## src/hw/usb_rx_pkg.sv

```systemverilog
package usb_rx_pkg;

	// System clocks in one full-speed bit period
	localparam int CLKS_PER_BIT = 8;

	// Counter value after an edge where the line is sampled
	localparam int SAMPLE_POINT = 3;

	// Consecutive decoded ones before a stuffed zero is expected
	localparam int STUFF_LIMIT = 6;

	// One received byte
	typedef logic [7:0] usb_byte_t;

	// Bit position inside a byte or clock phase inside a bit
	typedef logic [2:0] bit_count_t;

	// Decoded sync pattern KJKJKJKK seen LSB first
	localparam usb_byte_t SYNC_BYTE = 8'h80;

	// Receive FSM states
	typedef enum logic [2:0]
	{
		IDLE,
		SYNC,
		DATA,
		DONE,
		ERROR
	} rx_state_t;

endpackage

```

## src/hw/usb_line_if.sv

```systemverilog
`timescale 1ns/10ps

interface usb_line_if;

	// Synchronized D+ level
	logic dp;

	// Single-cycle pulse on any change of dp
	logic edge_seen;

	// Both lines low
	logic eop;

	// Mid-bit sample strobe
	logic shift_enable;

	// Decoded bit and its qualifier
	logic d_orig;
	logic bit_valid;

	// Seven ones in a row
	logic stuff_err;

	modport sampler
	(
		output dp,
		output edge_seen,
		output eop
	);

	modport timer
	(
		input  edge_seen,
		output shift_enable
	);

	modport decoder
	(
		input  dp,
		input  eop,
		input  shift_enable,
		output d_orig,
		output bit_valid,
		output stuff_err
	);

	modport control
	(
		input edge_seen,
		input eop,
		input shift_enable,
		input d_orig,
		input bit_valid,
		input stuff_err
	);

endinterface

```

## src/hw/line_sampler.sv

```systemverilog
`timescale 1ns/10ps

module line_sampler
(
	input logic tb_clk,
	input logic rst,
	input logic d_plus,
	input logic d_minus,
	usb_line_if.sampler line
);

	// First and second synchronizer stages
	logic dp_meta;
	logic dp_sync;
	logic dm_meta;
	logic dm_sync;

	// Last synchronized D+ for edge detection
	logic dp_prev;

	always_ff @(posedge tb_clk)
	begin
		if (rst)
		begin
			// Idle J state on the bus
			dp_meta <= 1'b1;
			dp_sync <= 1'b1;
			dm_meta <= 1'b0;
			dm_sync <= 1'b0;
			dp_prev <= 1'b1;
		end
		else
		begin
			dp_meta <= d_plus;
			dp_sync <= dp_meta;
			dm_meta <= d_minus;
			dm_sync <= dm_meta;
			dp_prev <= dp_sync;
		end
	end

	assign line.dp = dp_sync;

	// High for exactly one cycle after dp_sync toggles
	assign line.edge_seen = dp_sync ^ dp_prev;

	// SE0 on the synchronized pair
	assign line.eop = ~dp_sync & ~dm_sync;

endmodule

```

## src/hw/bit_timer.sv

```systemverilog
`timescale 1ns/10ps

module bit_timer
(
	input logic tb_clk,
	input logic rst,
	input logic rcving,
	usb_line_if.timer line
);

	import usb_rx_pkg::*;

	// Clock phase inside the current bit
	bit_count_t phase_cnt;

	always_ff @(posedge tb_clk)
	begin
		if (rst)
		begin
			phase_cnt <= '0;
		end
		else if (line.edge_seen)
		begin
			// Resync the bit period to every line transition
			phase_cnt <= '0;
		end
		else if (phase_cnt == bit_count_t'(CLKS_PER_BIT - 1))
		begin
			// End of a bit period
			phase_cnt <= '0;
		end
		else
		begin
			phase_cnt <= phase_cnt + 1'b1;
		end
	end

	// Sample near mid-bit so a bit of seven to nine clocks still lands
	// inside the same period
	assign line.shift_enable = rcving && (phase_cnt == bit_count_t'(SAMPLE_POINT));

endmodule

```

## src/hw/nrzi_decode.sv

```systemverilog
`timescale 1ns/10ps

module nrzi_decode
(
	input logic tb_clk,
	input logic rst,
	usb_line_if.decoder line
);

	import usb_rx_pkg::*;

	// Line level at the previous sample
	logic prev_level;

	// Run length of decoded ones
	bit_count_t ones_cnt;

	// Current bit is the one after a full run of ones
	logic stuff_slot;

	// No transition since the last sample
	logic level_same;

	assign level_same = (line.dp == prev_level);
	assign stuff_slot = (ones_cnt == bit_count_t'(STUFF_LIMIT));

	// NRZI decoding where a held level is a one
	assign line.d_orig = level_same;

	// Stuffed bits and the SE0 sample are not data
	assign line.bit_valid = line.shift_enable && !stuff_slot && !line.eop;

	// The slot that must hold a zero held a one instead
	assign line.stuff_err = line.shift_enable && stuff_slot && level_same && !line.eop;

	always_ff @(posedge tb_clk)
	begin
		if (rst)
		begin
			prev_level <= 1'b1;
		end
		else if (line.shift_enable)
		begin
			if (line.eop)
			begin
				// Back to J for the next packet
				prev_level <= 1'b1;
			end
			else
			begin
				prev_level <= line.dp;
			end
		end
	end

	always_ff @(posedge tb_clk)
	begin
		if (rst)
		begin
			ones_cnt <= '0;
		end
		else if (line.shift_enable)
		begin
			if (line.eop || stuff_slot || !level_same)
			begin
				ones_cnt <= '0;
			end
			else
			begin
				ones_cnt <= ones_cnt + 1'b1;
			end
		end
	end

endmodule

```

## src/hw/rx_control.sv

```systemverilog
`timescale 1ns/10ps

module rx_control
(
	input  logic tb_clk,
	input  logic rst,
	usb_line_if.control line,
	output logic rcving,
	output usb_rx_pkg::usb_byte_t rx_data,
	output logic rx_strobe,
	output logic rx_error,
	output logic packet_done
);

	import usb_rx_pkg::*;

	rx_state_t state;
	rx_state_t state_next;

	// Byte being assembled LSB first
	usb_byte_t shift_reg;
	usb_byte_t byte_next;

	// Number of bits already in shift_reg
	bit_count_t bit_cnt;

	logic byte_done;
	logic eop_sample;
	logic sync_ok;
	logic in_byte;

	// Shift register contents once the current bit is taken in
	assign byte_next = {line.d_orig, shift_reg[7:1]};

	// Eighth bit of a byte arrives this cycle
	assign byte_done = line.bit_valid && (bit_cnt == '1);

	// End of packet only counts at a sample point
	assign eop_sample = line.shift_enable && line.eop;

	assign sync_ok = (byte_next == SYNC_BYTE);
	assign in_byte = (bit_cnt != '0);

	// Timer runs from the first edge until the packet is closed
	assign rcving = (state == SYNC) || (state == DATA) || (state == ERROR);

	always_comb
	begin
		state_next = state;
		case (state)
			IDLE:
			begin
				if (line.edge_seen && !line.eop)
				begin
					state_next = SYNC;
				end
			end
			SYNC:
			begin
				if (eop_sample)
				begin
					state_next = DONE;
				end
				else if (line.stuff_err)
				begin
					state_next = ERROR;
				end
				else if (byte_done)
				begin
					state_next = sync_ok ? DATA : ERROR;
				end
			end
			DATA:
			begin
				if (eop_sample)
				begin
					state_next = DONE;
				end
				else if (line.stuff_err)
				begin
					state_next = ERROR;
				end
			end
			ERROR:
			begin
				// Drop everything until the packet ends
				if (eop_sample)
				begin
					state_next = DONE;
				end
			end
			DONE:
			begin
				// Hold off until the bus is back at J
				if (!line.eop)
				begin
					state_next = IDLE;
				end
			end
			default:
			begin
				state_next = IDLE;
			end
		endcase
	end

	always_ff @(posedge tb_clk)
	begin
		if (rst)
		begin
			state       <= IDLE;
			bit_cnt     <= '0;
			rx_strobe   <= 1'b0;
			rx_error    <= 1'b0;
			packet_done <= 1'b0;
		end
		else
		begin
			state <= state_next;

			if (state == IDLE)
			begin
				bit_cnt <= '0;
			end
			else if (line.bit_valid)
			begin
				bit_cnt <= bit_cnt + 1'b1;
			end

			// Sync byte is checked but never presented
			rx_strobe <= (state == DATA) && byte_done;

			packet_done <= (state == DATA) && eop_sample && !in_byte;

			rx_error <= eop_sample &&
				((state == SYNC) || (state == ERROR) || ((state == DATA) && in_byte));
		end
	end

	always_ff @(posedge tb_clk)
	begin
		if (line.bit_valid)
		begin
			shift_reg <= byte_next;
		end
		if ((state == DATA) && byte_done)
		begin
			rx_data <= byte_next;
		end
	end

endmodule

```

## src/hw/usb_rx_top.sv

```systemverilog
`timescale 1ns/10ps

module usb_rx_top
(
	input  logic       tb_clk,
	input  logic       rst,
	input  logic       d_plus,
	input  logic       d_minus,
	output logic [7:0] rx_data,
	output logic       rx_strobe,
	output logic       rx_error,
	output logic       packet_done,
	output logic       rcving
);

	// Line signals shared by the receive blocks
	usb_line_if line_bus ();

	line_sampler u_sampler
	(
		.tb_clk  (tb_clk),
		.rst     (rst),
		.d_plus  (d_plus),
		.d_minus (d_minus),
		.line    (line_bus.sampler)
	);

	bit_timer u_timer
	(
		.tb_clk (tb_clk),
		.rst    (rst),
		.rcving (rcving),
		.line   (line_bus.timer)
	);

	nrzi_decode u_decode
	(
		.tb_clk (tb_clk),
		.rst    (rst),
		.line   (line_bus.decoder)
	);

	// Packet framing and byte output
	rx_control u_control
	(
		.tb_clk      (tb_clk),
		.rst         (rst),
		.line        (line_bus.control),
		.rcving      (rcving),
		.rx_data     (rx_data),
		.rx_strobe   (rx_strobe),
		.rx_error    (rx_error),
		.packet_done (packet_done)
	);

endmodule

```

## config.mk

```make
export PLATFORM = sky130hd
export DESIGN_NAME = usb_rx_top
export DESIGN_NICKNAME = d
export VERILOG_FILES = /design/src/hw/usb_rx_pkg.sv /design/src/hw/usb_line_if.sv /design/src/hw/line_sampler.sv /design/src/hw/bit_timer.sv /design/src/hw/nrzi_decode.sv /design/src/hw/rx_control.sv /design/src/hw/usb_rx_top.sv
export SDC_FILE = /design/constraint.sdc
export NUM_CORES = 1
export LEC_CHECK = 0
export BUFFER_PORTS_ARGS = -buffer_cell sky130_fd_sc_hd__buf_2
export CAP_MARGIN = 30
export CORE_ASPECT_RATIO = 1.2
export CORE_MARGIN = 5
export CORE_UTILIZATION = 55
export DETAILED_ROUTE_END_ITERATION = 10
export HOLD_SLACK_MARGIN = 0.03
export PLACE_DENSITY_LB_ADDON = 0.12
export SLEW_MARGIN = 20
export SYNTH_ARGS = -nofsm -noshare
export SYNTH_HDL_FRONTEND = slang
export SYNTH_SLANG_ARGS = --single-unit
```

## constraint.sdc

```tcl
create_clock -name tb_clk -period 2.55 [get_ports tb_clk]
set_input_delay 0.3825 -clock tb_clk [delete_from_list [all_inputs] [get_ports tb_clk]]
set_output_delay 0.3825 -clock tb_clk [all_outputs]
set_load 0.01 [all_outputs]
```

==> impl_results.md <==
* CP top delay family: simple AND/OR/NAND/NOR gates
* Leak Pwr at 0.000690 uW
* GR Util met3 at 5.78%
* FMAX at 0.473 GHz
* First-pass GRT wire length at 4.79 mm
* Yosys top cell area share at between 20% and 30%
* Die Height at 69.1 um
* Finished Cell Area at 1800 um^2
* Pins over their slew limit at 0
* Syn Area/Cell at 11.0 um^2
* Tcrit/Tclk final at 82.9%
* Syn Nets at between 150 and 200
* Crit path largest cell delay at 510 ps
* Synth unique cells at 42
* Setup Total Neg Slack at 0 ps
* PostCTS Resize Cnt at 0
* Pre-CTS setup slack at 441 ps
* Commonest cells post-synth: dfxtp_1, edfxtp_1, nor2_1
* Worst-Skew Late Latency at 340 ps
* Fin nets at 176
* Arrival time worst endpoint at 2130 ps
* HPWL reported at the end of detailed placement at between 2 and 2.5 mm
* WP data required at 2560 ps
* Number of global-route vias before repair at 1048
* TritonCTS Sinks at 36
* Antenna cells at 0
* Slew margin rel. at 72.2%
* Final min period at 2110 ps
* Post-Route WL at 2.80 mm
* Max VDD drop at 0.510 mV
* Setup crit start: u_control.state[2]$_SDFFE_PP0P_
* DRC viols at 0
* Cts bufs inserted at 5
* Clock buffer depth at 2
* R2R depth at 4
* Cell Area, Synth at 1600 um^2
* P_sw at 221 uW
* Internal power component at 829 uW
* Multi-input logic area at around 670 um^2
* Detail Route Antenna Nets at 0
* CP startpoint kind: flip-flop
* Final setup fails at 0
* Hold_buf cts at 0
* Met1 Use GR at 18.4%
* Placement Cell Area at 1720 um^2
* Post-Synth Simple-Gate Area at between 10% and 20%
* Synth Area in Compound Gates at 12.1%
* Status: finished, final reports clean
* Gate power share at 4.5%
* Synth area leaders: edfxtp_1, dfxtp_1, ha_1, nor2_1, a21oi_1
* CP max-delay cell: or3b_1
* Reg-to-reg startpoint: u_control.state[2]$_SDFFE_PP0P_
* Synth Flop Type: dfxtp_1
* Reg area at 871 um^2
* Main combinational cell family by area after synthesis: simple AND/OR/NAND/NOR gates
* Number of flops mapped to enable cells by yosys at 15
* GRT met2 Usage at 25.0%
* Clock power frac at a little under two fifths
* Fillers at 244
* Routed wire per std cell at 14.1 um
* CP bufs+invs at 0
* Skew final at 9.50 ps
* Initial Util at 57.4%
* DRT Pass-1 Iters at 4
* Total Power at between 1000 and 1500 uW
* CTS root buf: clkbuf_4
* CP Depth at 4
* Type of element capturing the critical path: flip-flop
* Core region area at 2790 um^2
* Post-synth top area cell: edfxtp_1
* Vias/cell at 5.48
* Reg clk slew, reported paths at 110 ps
* Mux cell area share after synthesis at 1.25%
* Most Used Layer, Global Route: met2
* FF-to-FF End: u_control.rx_data[0]$_DFFE_PP_
* Die ar. at a little over 4000 um^2
* CP Class: flip-flop to flip-flop
* MaxCap Viol Count at 0
* Mapped Cells at 145
* Initial antenna violation count at 0
* Largest net degree at the start of global routing at 19
* Syn-to-layout area delta at 12.4%
* GR Overflow Total at 0
* Critical Path End: u_control.rx_data[0]$_DFFE_PP_
* Final Hold Vio Count at 0
* Share of cells above drive strength 1 at 21.2%
* CTS tree: yes
* DR iter-0 viols at 26
* Reg2reg setup slack at 440 ps
* Die Wd at approximately 60 um
* CP max FO at 11
* Final Util at 64.5%
* Routability congestion estimate from global placement at around 0.84
* Most frequent cell after synthesis: dfxtp_1
* Max reg flops at 8
* Switch share at 21.0%
* Sequential share of power at 57.9%
* Num ports at 16
* Vias at 1091
* Row count at 21
* Worst Tran Pin Value at 416 ps
* Crit path cell chain: or3b_1 > a2bb2oi_4 > nor3_4 > and4_1
* Post-Synth Adder-Cell Area at 6.26%
* Hold crit path type: input pin to flip-flop
* Synthesis-stage register bit count at 36
* IO Port Bufs at 15
* Fin worst setup slack at 436 ps
* Synth warnings at 0
* Total track usage at 15.6%
* H-tree depth at 2
* Xor-xnor portion of the synthesized cell area at 2.74%
* Ys async rst share at 0%
* RSZ-0062 raised after global routing: no
* Sequential area share after synthesis at 54.5%
* Postcts setup bufs at 0
* Pwr dens at between 500 and 600 nW/um^2
## power by group through the flow
stage	clock, uW	combinational, uW	sequential [uW]
floorplan	0	38.4	620
global placement	0	46.3	622
detailed placement	0	47.3	622
CTS	406	47.7	608
global route	425	53.4	610
finish	395	46.9	608
## routing by layer
metal  share of wire (%)  up-vias
met5                   0        -
met4                 1.9        0
met3                 6.2        5
met2                  50       27
met1                  42      508
li1                    -      551
## worst min path at each step
stage | start | end | slack, ps | cells past startpoint
after floorplan | u_sampler.dp_meta$_SDFF_PP1_ | u_sampler.line.dp$_SDFF_PP1_ | 390 | 1
after global placement | u_sampler.dp_meta$_SDFF_PP1_ | u_sampler.line.dp$_SDFF_PP1_ | 390 | 1
after detailed placement | u_sampler.dp_meta$_SDFF_PP1_ | u_sampler.line.dp$_SDFF_PP1_ | 400 | 1
after CTS | d_plus | u_sampler.dp_meta$_SDFF_PP1_ | 200 | 2
after global routing | d_plus | u_sampler.dp_meta$_SDFF_PP1_ | 200 | 2
final | d_plus | u_sampler.dp_meta$_SDFF_PP1_ | 210 | 2
## stage by stage
step | instances | hold slack [ps]
finish | 199 | 210
global route | 199 | 197
CTS | 199 | 196
detailed placement | 191 | 397
global placement | 191 | 393
floorplan | 145 | 389
## cell usage in the layout (no fill, tap or decap), types with 2 or more instances in the layout
master    Yosys  layout
a21boi_0      2       2
a21oi_1       8       8
a31oi_1       3       3
and4_1        2       2
buf_2         3      15
buf_4         0       4
clkbuf_4      0       5
dfxtp_1      21      21
edfxtp_1     15      15
ha_1          8       8
inv_1         8       8
mux2i_1       2       2
nand2_1       5       5
nand2b_1      4       4
nor2_1       11      11
nor2b_1       6       6
nor3_1        5       5
nor4_1        3       3
o21ai_0       2       2
or2_2         4       4
or3_1         2       2
or3b_1        2       2
or3b_2        2       2
xor2_1        4       4
## kinds of logic after synthesis
kind of cell / count (synthesis)
AOI/OAI and AO/OA: 26
xor gates and xnor gates: 5
adders and majority gates: 8
buffers and inverters: 15
DFF: 36
muxes: 2
and+or+nand+nor: 53
## layout make-up
class | instances | area share, %
Sequential cell | 36 | 48.5
Multi-Input combinational cell | 94 | 37.2
Inverter | 8 | 1.67
Clock inverter | 3 | 2.37
Clock buffer | 5 | 2.09
Tap cell | 34 | 2.37
Timing Repair Buffer | 19 | 5.85
## worst reg2reg max path, stage by stage (launching register included)
cell,delay (ps)
dfxtp_1,430
or3b_1,510
a2bb2oi_4,220
nor3_4,200
and4_1,430
No activity file was read; power rests on OpenSTA's default activity.
